===== src/design/smc_pkg.sv =====
// Shared constants for the static memory controller
// Single chip select, single transfers only
// Wait fields are 4 bits, so strobes last 1 to 16 cycles
`default_nettype none

package smc_pkg;

  // ----------------------------
  // AHB encodings
  // ----------------------------
  // Transfer type, only bit 1 marks an active transfer
  localparam logic [1:0] htrans_idle   = 2'b00;
  localparam logic [1:0] htrans_nonseq = 2'b10;

  // Slave response
  localparam logic [1:0] hresp_okay  = 2'b00;
  localparam logic [1:0] hresp_error = 2'b01;

  // ----------------------------
  // APB register map
  // ----------------------------
  localparam logic [4:0] reg_timing_addr = 5'h00;  // rd_wait 3:0, wr_wait 7:4
  localparam logic [4:0] reg_count_addr  = 5'h04;  // Completed accesses, read only

  // ----------------------------
  // Strobe timing
  // ----------------------------
  localparam int wait_width = 4;

  // Reset waits give a 3-cycle strobe
  localparam logic [wait_width-1:0] rd_wait_reset = 4'd2;
  localparam logic [wait_width-1:0] wr_wait_reset = 4'd2;

endpackage

`default_nettype wire


===== src/design/smc_apb_regs.sv =====
// APB register block for EMI strobe timing and access count
// APB runs on hclk, no wait states, pready not used
// Unknown offsets read zero, count register ignores writes
`timescale 1ns/1ns
`default_nettype none

module smc_apb_regs (
  input  logic                           hclk,
  input  logic                           arst_n,
  input  logic                           psel,
  input  logic                           penable,
  input  logic                           pwrite,
  input  logic [4:0]                     paddr,
  input  logic [31:0]                    pwdata,
  input  logic                           done,     // One pulse per finished EMI access
  output logic [31:0]                    prdata,
  output logic [smc_pkg::wait_width-1:0] rd_wait,
  output logic [smc_pkg::wait_width-1:0] wr_wait
);

  localparam int tw = 2 * smc_pkg::wait_width;  // Timing register width

  logic [tw-1:0] timing_q;  // {wr_wait, rd_wait}
  logic [31:0]   count_q;
  logic          wr_en;

  // Access phase of an APB write
  assign wr_en = psel & penable & pwrite;

  // ----------------------------
  // Registers
  // ----------------------------
  always_ff @(posedge hclk or negedge arst_n) begin
    if (!arst_n) begin
      timing_q <= {smc_pkg::wr_wait_reset, smc_pkg::rd_wait_reset};
      count_q  <= '0;
    end else begin
      if (wr_en && (paddr == smc_pkg::reg_timing_addr)) begin
        timing_q <= pwdata[tw-1:0];
      end
      if (done) begin
        count_q <= count_q + 32'd1;  // Wraps at 2^32
      end
    end
  end

  assign rd_wait = timing_q[smc_pkg::wait_width-1:0];
  assign wr_wait = timing_q[tw-1:smc_pkg::wait_width];

  // Read-back, combinational while selected
  always_comb begin
    prdata = '0;
    if (psel) begin
      case (paddr)
        smc_pkg::reg_timing_addr: prdata = {{(32 - tw){1'b0}}, timing_q};
        smc_pkg::reg_count_addr:  prdata = count_q;
        default:                  prdata = '0;  // Unmapped
      endcase
    end
  end

endmodule

`default_nettype wire


===== src/design/smc_ahb_slave.sv =====
// AHB-lite slave front end of the memory controller
// Single transfers only, one outstanding access at a time
// Sizes above word or misaligned addresses get a two-cycle ERROR
// hwdata must stay stable for the whole data phase
`timescale 1ns/1ns
`default_nettype none

module smc_ahb_slave (
  input  logic        hclk,
  input  logic        arst_n,
  input  logic [31:0] haddr,
  input  logic [1:0]  htrans,
  input  logic        hsel,
  input  logic        hwrite,
  input  logic [2:0]  hsize,
  input  logic [31:0] hwdata,
  input  logic        hready,      // Muxed bus ready
  input  logic        done,        // EMI access finished
  input  logic [31:0] rdata,       // EMI read data, valid with done
  output logic [31:0] smc_hrdata,
  output logic        smc_hready,
  output logic [1:0]  smc_hresp,
  output logic        smc_valid,
  output logic        start,       // One-cycle EMI kick
  output logic [31:0] addr,
  output logic        write,
  output logic [31:0] wdata,
  output logic [3:0]  byte_lanes   // Active high
);

  logic       accept;     // Address phase taken this cycle
  logic       legal;      // Size and alignment ok
  logic [3:0] lanes_dec;
  logic       err_first;  // First ERROR cycle, hready low
  logic       wait_emi;   // Waiting for done

  // Only take a new transfer when our own data phase is complete
  assign accept = hsel & htrans[1] & hready & smc_hready;

  // ----------------------------
  // Address phase decode
  // ----------------------------
  always_comb begin
    case (hsize)
      3'd0:    legal = 1'b1;
      3'd1:    legal = ~haddr[0];
      3'd2:    legal = (haddr[1:0] == 2'b00);
      default: legal = 1'b0;  // Wider than the bus
    endcase
  end

  always_comb begin
    case (hsize[1:0])
      2'd0:    lanes_dec = 4'b0001 << haddr[1:0];         // Byte
      2'd1:    lanes_dec = haddr[1] ? 4'b1100 : 4'b0011;  // Half-word
      default: lanes_dec = 4'b1111;                       // Word
    endcase
  end

  assign smc_valid = accept & legal;
  assign wdata     = hwdata;  // Held by master through data phase

  // ----------------------------
  // Ready and response sequencing
  // ----------------------------
  always_ff @(posedge hclk or negedge arst_n) begin
    if (!arst_n) begin
      smc_hready <= 1'b1;
      smc_hresp  <= smc_pkg::hresp_okay;
      start      <= 1'b0;
      err_first  <= 1'b0;
      wait_emi   <= 1'b0;
    end else begin
      start <= accept & legal;
      if (accept) begin
        smc_hready <= 1'b0;
        smc_hresp  <= legal ? smc_pkg::hresp_okay : smc_pkg::hresp_error;
        err_first  <= ~legal;
        wait_emi   <= legal;
      end else if (err_first) begin
        err_first  <= 1'b0;
        smc_hready <= 1'b1;  // Second ERROR cycle
      end else if (wait_emi && done) begin
        wait_emi   <= 1'b0;
        smc_hready <= 1'b1;
      end else if (smc_hready) begin
        smc_hresp  <= smc_pkg::hresp_okay;
      end
    end
  end

  // Captured transfer and read data
  always_ff @(posedge hclk) begin
    if (accept) begin
      addr       <= haddr;
      write      <= hwrite;
      byte_lanes <= lanes_dec;
    end
    if (wait_emi && done) begin
      smc_hrdata <= rdata;
    end
  end

endmodule

`default_nettype wire


===== src/design/smc_emi_fsm.sv =====
// EMI timing engine for one asynchronous SRAM device
// SETUP 1 cycle, STROBE wait+1 cycles, HOLD 1 cycle
// start is only honoured in IDLE
// All pins come straight from flops
`timescale 1ns/1ns
`default_nettype none

module smc_emi_fsm (
  input  logic                           hclk,
  input  logic                           arst_n,
  input  logic                           start,
  input  logic [31:0]                    addr,
  input  logic                           write,
  input  logic [31:0]                    wdata,
  input  logic [3:0]                     byte_lanes,
  input  logic [smc_pkg::wait_width-1:0] rd_wait,
  input  logic [smc_pkg::wait_width-1:0] wr_wait,
  input  logic [31:0]                    data_smc,     // From device
  output logic                           done,
  output logic [31:0]                    rdata,
  output logic [31:0]                    smc_addr,
  output logic [31:0]                    smc_data,
  output logic [3:0]                     smc_n_be,
  output logic                           smc_n_cs,
  output logic [3:0]                     smc_n_we,
  output logic                           smc_n_wr,
  output logic                           smc_n_rd,
  output logic                           smc_n_ext_oe,
  output logic                           smc_busy
);

  typedef enum logic [1:0] {
    st_idle,
    st_setup,
    st_strobe,
    st_hold
  } state_t;

  state_t                         state;
  logic [smc_pkg::wait_width-1:0] cnt;      // Strobe cycles left minus one
  logic                           write_q;

  // ----------------------------
  // Control FSM and strobes
  // ----------------------------
  always_ff @(posedge hclk or negedge arst_n) begin
    if (!arst_n) begin
      state        <= st_idle;
      cnt          <= '0;
      write_q      <= 1'b0;
      done         <= 1'b0;
      smc_n_cs     <= 1'b1;
      smc_n_be     <= 4'hf;
      smc_n_we     <= 4'hf;
      smc_n_wr     <= 1'b1;
      smc_n_rd     <= 1'b1;
      smc_n_ext_oe <= 1'b1;
      smc_busy     <= 1'b0;
    end else begin
      case (state)
        st_idle: begin
          if (start) begin
            state        <= st_setup;
            write_q      <= write;
            cnt          <= write ? wr_wait : rd_wait;
            smc_n_cs     <= 1'b0;
            smc_n_be     <= ~byte_lanes;
            smc_n_ext_oe <= ~write;  // Drive data bus on writes
            smc_busy     <= 1'b1;
          end
        end
        st_setup: begin
          state <= st_strobe;
          if (write_q) begin
            smc_n_wr <= 1'b0;
            smc_n_we <= smc_n_be;  // Same lanes as byte enables
          end else begin
            smc_n_rd <= 1'b0;
          end
        end
        st_strobe: begin
          if (cnt == '0) begin
            state    <= st_hold;
            done     <= 1'b1;
            smc_n_rd <= 1'b1;
            smc_n_wr <= 1'b1;  // Rising edge writes the SRAM
            smc_n_we <= 4'hf;
          end else begin
            cnt <= cnt - 1'b1;
          end
        end
        default: begin  // st_hold, cs still low
          state        <= st_idle;
          done         <= 1'b0;
          smc_n_cs     <= 1'b1;
          smc_n_be     <= 4'hf;
          smc_n_ext_oe <= 1'b1;
          smc_busy     <= 1'b0;
        end
      endcase
    end
  end

  // Address, write data and read capture
  always_ff @(posedge hclk) begin
    if ((state == st_idle) && start) begin
      smc_addr <= addr;
      smc_data <= wdata;
    end
    if ((state == st_strobe) && (cnt == '0) && !write_q) begin
      rdata <= data_smc;  // Last strobe cycle
    end
  end

endmodule

`default_nettype wire


===== src/design/smc_top.sv =====
// Static memory controller top, AHB-lite and APB on one clock hclk
// One SRAM device on a single chip select
// Legal data phase is wait+5 cycles including the completing cycle
// since the start cycle comes before SETUP, an ERROR phase is 2 cycles
`timescale 1ns/1ns
`default_nettype none

module smc_top (
  input  logic        hclk,
  input  logic        arst_n,
  // APB
  input  logic        psel, penable, pwrite,
  input  logic [4:0]  paddr,
  input  logic [31:0] pwdata,
  output logic [31:0] prdata,
  // AHB-lite
  input  logic [31:0] haddr,
  input  logic [1:0]  htrans,
  input  logic        hsel, hwrite,
  input  logic [2:0]  hsize,
  input  logic [31:0] hwdata,
  input  logic        hready,
  output logic [31:0] smc_hrdata,
  output logic        smc_hready, smc_valid,
  output logic [1:0]  smc_hresp,
  // EMI
  input  logic [31:0] data_smc,
  output logic [31:0] smc_addr, smc_data,
  output logic [3:0]  smc_n_be, smc_n_we,
  output logic        smc_n_cs, smc_n_wr, smc_n_rd, smc_n_ext_oe,
  output logic        smc_busy
);

  // ----------------------------
  // Internal links
  // ----------------------------
  logic                           start, write, done;
  logic [31:0]                    addr, wdata, rdata;
  logic [3:0]                     byte_lanes;       // Active high lanes
  logic [smc_pkg::wait_width-1:0] rd_wait, wr_wait;

  smc_apb_regs  u_apb_regs  (.*);  // Timing and access count
  smc_ahb_slave u_ahb_slave (.*);  // Bus side
  smc_emi_fsm   u_emi_fsm   (.*);  // Device side

endmodule

`default_nettype wire


===== config.mk =====
export PLATFORM = sky130hd
export DESIGN_NAME = smc_top
export DESIGN_NICKNAME = d
export VERILOG_FILES = /design/src/design/smc_pkg.sv /design/src/design/smc_apb_regs.sv /design/src/design/smc_ahb_slave.sv /design/src/design/smc_emi_fsm.sv /design/src/design/smc_top.sv
export SDC_FILE = /design/constraint.sdc
export NUM_CORES = 1
export LEC_CHECK = 0
export BUFFER_PORTS_ARGS = -buffer_cell sky130_fd_sc_hd__buf_2
export CAP_MARGIN = 20
export CORE_MARGIN = 3
export CORE_UTILIZATION = 35
export DETAILED_ROUTE_END_ITERATION = 6
export SETUP_SLACK_MARGIN = 0.05
export SYNTH_ARGS = -nofsm -noshare
export SYNTH_HDL_FRONTEND = slang
export SYNTH_HIERARCHICAL = 1
export SYNTH_SLANG_ARGS = --single-unit

===== constraint.sdc =====
create_clock -name hclk -period 6.6 [get_ports hclk]
set_input_delay 0.99 -clock hclk [delete_from_list [all_inputs] [get_ports hclk]]
set_output_delay 0.99 -clock hclk [all_outputs]
set_load 0.05 [all_outputs]

==> impl_metrics.sql <==
INSERT INTO impl_metrics (metric_group, metric, value, unit) VALUES
('status', 'result_of_the_run', 'finished, final reports clean', ''),
('timing', 'skew', '0.0173', 'ns'),
('setup_path', 'worstSetupEndpointType', 'output pin', ''),
('layout', 'fin_util', '45.0', '%'),
('setup_path', 'worst_path_dominant_cell_family', 'buffers and inverters', ''),
('logic_synthesis', 'mean_syn_cell_area', '16.3', 'um2'),
('setup_path', 'rr_startpoint', 'u_emi_fsm/state[0]', ''),
('placed_design', 'place.detailed.instances', '1079', ''),
('global_route', 'grt_start_max_net_pins', '67', ''),
('drt', 'post_drt_wl_per_cell', '16.0', 'um'),
('cts', 'clock_sink_count', '231', ''),
('setup_path', 'worst-setup-path-type', 'in -> out', ''),
('global_route', 'track_usage', '12.7', '%'),
('hold_path', 'min_path_type', 'reg -> reg', ''),
('drt', 'route.detailed.vias_per_inst', '4.51', ''),
('cts', 'cts.reportedPaths.clkPinSlew', '0.06', 'ns'),
('logic_synthesis', 'synth_flop_cell', 'edfxtp_1', ''),
('cts', 'total_cts_buffers', '25', ''),
('cts', 'cts_htree_levels', '1', ''),
('power_and_ir_drop', 'ratio_of_total_power_to_cell_area', '347', 'mW/mm2'),
('timing', 'final-hold-violation-count', '0', ''),
('placed_design', 'placement.cell_area', '0.0102', 'mm2'),
('layout', 'antennaDiodeCount', '0', ''),
('timing', 'timing.hold.ws', '0.403', 'ns'),
('layout', 'finalNetCount', '934', ''),
('logic_synthesis', 'synthesis.yosys.warnings', '6', ''),
('setup_path', 'slowest_delay', '0.31', 'ns'),
('setup_path', 'path_max_fanout', '32', ''),
('timing', 'worst_slew_margin_rel', '43.5', '%'),
('floorplan', 'die_width', '164', 'um'),
('logic_synthesis', 'synth_enable_flop_cells', '165', ''),
('setup_path', 'ff2ff_path_depth', '5', ''),
('setup_path', 'cp-start-kind', 'input port', ''),
('logic_synthesis', 'syn-cell-area', '0.00871', 'mm2'),
('timing', 'maxClockFrequency', '291', 'MHz'),
('cts', 'post_cts_resized', '0', ''),
('drt', 'dr_total_vias', '5075', ''),
('placed_design', 'globalplace.congestion', '0.781', ''),
('layout', 'final_design_area_no_fill', '0.0110', 'mm2'),
('hold_path', 'hold_path.startpoint', 'u_ahb_slave/byte_lanes[0]', ''),
('floorplan', 'chipHeight', '164', 'um'),
('timing', 'fin_tns_setup', '0', 'ns'),
('power_and_ir_drop', 'ir_drop_worst_vdd', '0.161', 'mV'),
('power_and_ir_drop', 'leakagePower', '4.61', 'nW'),
('timing', 'layout_min_cycle_time', '3.43', 'ns'),
('drt', 'finalWirelength', '18100', 'um'),
('setup_path', 'r2r_end', 'u_emi_fsm/rdata[13]', ''),
('drt', 'post-route-drc-count', '0', ''),
('floorplan', 'placement_rows', '57', ''),
('layout', 'syn2layout_area_growth', '26.0', '%'),
('setup_path', 'crit_path_top_delay_cell', 'nor4_1', ''),
('cts', 'max-clock-path-buffers', '3', ''),
('global_route', 'grt_pass1_vias', '4844', ''),
('logic_synthesis', 'synth-seq-cells', '231', ''),
('timing', 'setup_viol', '0', ''),
('timing', 'tightest_slew', '0.847', 'ns'),
('global_route', 'antenna_found_initial', '0', ''),
('placed_design', 'hpwl', '12600', 'um'),
('timing', 'finalMaxSlewViolations', '0', ''),
('cts', 'cts_tree', 'yes', ''),
('layout', 'layout-drive-gt1-share', '43.4', '%'),
('floorplan', 'die-area', '0.0268', 'mm2'),
('cts', 'clk-insertion-delay-late', '0.51', 'ns'),
('setup_path', 'timing.critical_path.required', '5.61', 'ns'),
('logic_synthesis', 'syn_nets', '685', ''),
('placed_design', 'numPortBuffers', '264', ''),
('floorplan', 'initial_core_util', '35.7', '%'),
('floorplan', 'core', '0.0244', 'mm2'),
('drt', 'drt_iter0_markers', '252', ''),
('timing', 'unrepaired_setup_endpoints_after_global_routing', 'no', ''),
('timing', 'finalCritPeriodShare', '52.0', '%');
-- Yosys cell counts, types with 10 or more instances --
library cell / instances / share of area [%]
edfxtp_1: 165 / 57
nand4_1: 12 / 0.86
nor2b_1: 15 / 1.1
dfstp_2: 15 / 4.5
nand2_1: 18 / 0.78
a21oi_1: 16 / 0.92
clkbuf_1: 10 / 0.43
dfrtp_1: 51 / 15
nor2_1: 20 / 0.86
xnor2_1: 23 / 2.3
nand3_1: 15 / 0.86
and3_1: 28 / 2.0
buf_4: 35 / 3.0
mux2_2: 12 / 1.6
-- registers in the layout (all words and copies together) (netlist names), 2 cells and up --
name and cells:
u_emi_fsm/smc_n_be 4, u_apb_regs/count_q 32, u_apb_regs/timing_q 8, u_emi_fsm/smc_addr 32, u_emi_fsm/state 2, u_emi_fsm/smc_data 32
u_ahb_slave/addr 32, u_emi_fsm/cnt 4, u_ahb_slave/smc_hrdata 32, u_emi_fsm/smc_n_we 4, u_emi_fsm/rdata 32, u_ahb_slave/byte_lanes 4
-- routing by layer --
metal	global-route usage, %	part of all wire (%)
met1	15.6	40
met2	22.0	49
met3	3.40	7.9
met4	3.77	2.5
met5	0	0
-- how the worst max path moves through the flow --
stage                             startpoint  slack, ns  cells past startpoint                 end
final                               paddr[1]       3.17                      7           prdata[4]
after global routing                paddr[1]       2.97                      7           prdata[4]
after CTS                           paddr[1]       3.14                      7           prdata[4]
after detailed placement            paddr[1]       3.15                      7           prdata[4]
after global placement              paddr[1]       3.18                      7           prdata[3]
after floorplan           u_emi_fsm/state[0]       1.92                      5  u_emi_fsm/rdata[0]
-- cell type report --
cell class / count / area, um2
repair buffers: 270 / 1370
fillers: 2215 / 13400
inverters: 8 / 30.0
flip-flops and latches: 231 / 6630
well taps: 324 / 405
clock buffers: 28 / 637
multi-input cells: 246 / 1740
clock inverters: 18 / 166
-- kinds of logic (layout without fill, tap and decap cells) --
group | after synthesis | count (layout) | share of synthesized area [%]
flip-flops | 231 | 231 | 76.1
buffers and inverters | 56 | 324 | 3.97
multiplexers | 16 | 16 | 2.01
adder cells (fa/ha/maj) | 6 | 6 | 0.862
AO/OA/AOI/OAI | 52 | 52 | 3.95
XOR/XNOR | 31 | 31 | 3.12
other | 1 | 1 | 0.0431
AND/OR/NAND/NOR | 140 | 140 | 9.95
-- worst reg2reg max path, stage by stage (launching register included) --
cell and delay (ns):
dfrtp_1 0.40, inv_1 0.12, ha_1 0.72, nand2_1 0.19, nor4_2 0.17, buf_4 0.41
-- report_power, final --
group / switching, mW / internal (mW) / leakage [nW]
clock: 0.540 / 0.810 / 0.392
sequential: 0.102 / 1.75 / 2.34
combinational: 0.407 / 0.197 / 1.88
total: 1.05 / 2.75 / 4.61
-- stage by stage --
step / total power, mW / worst slack (ns)
final: 3.80 / 3.17
after global routing: 4.00 / 2.97
after CTS: 3.87 / 3.14
after detailed placement: 2.49 / 3.15
after global placement: 2.48 / 3.18
after floorplan: 2.32 / 1.92
Power figures use the tool's default switching activity.
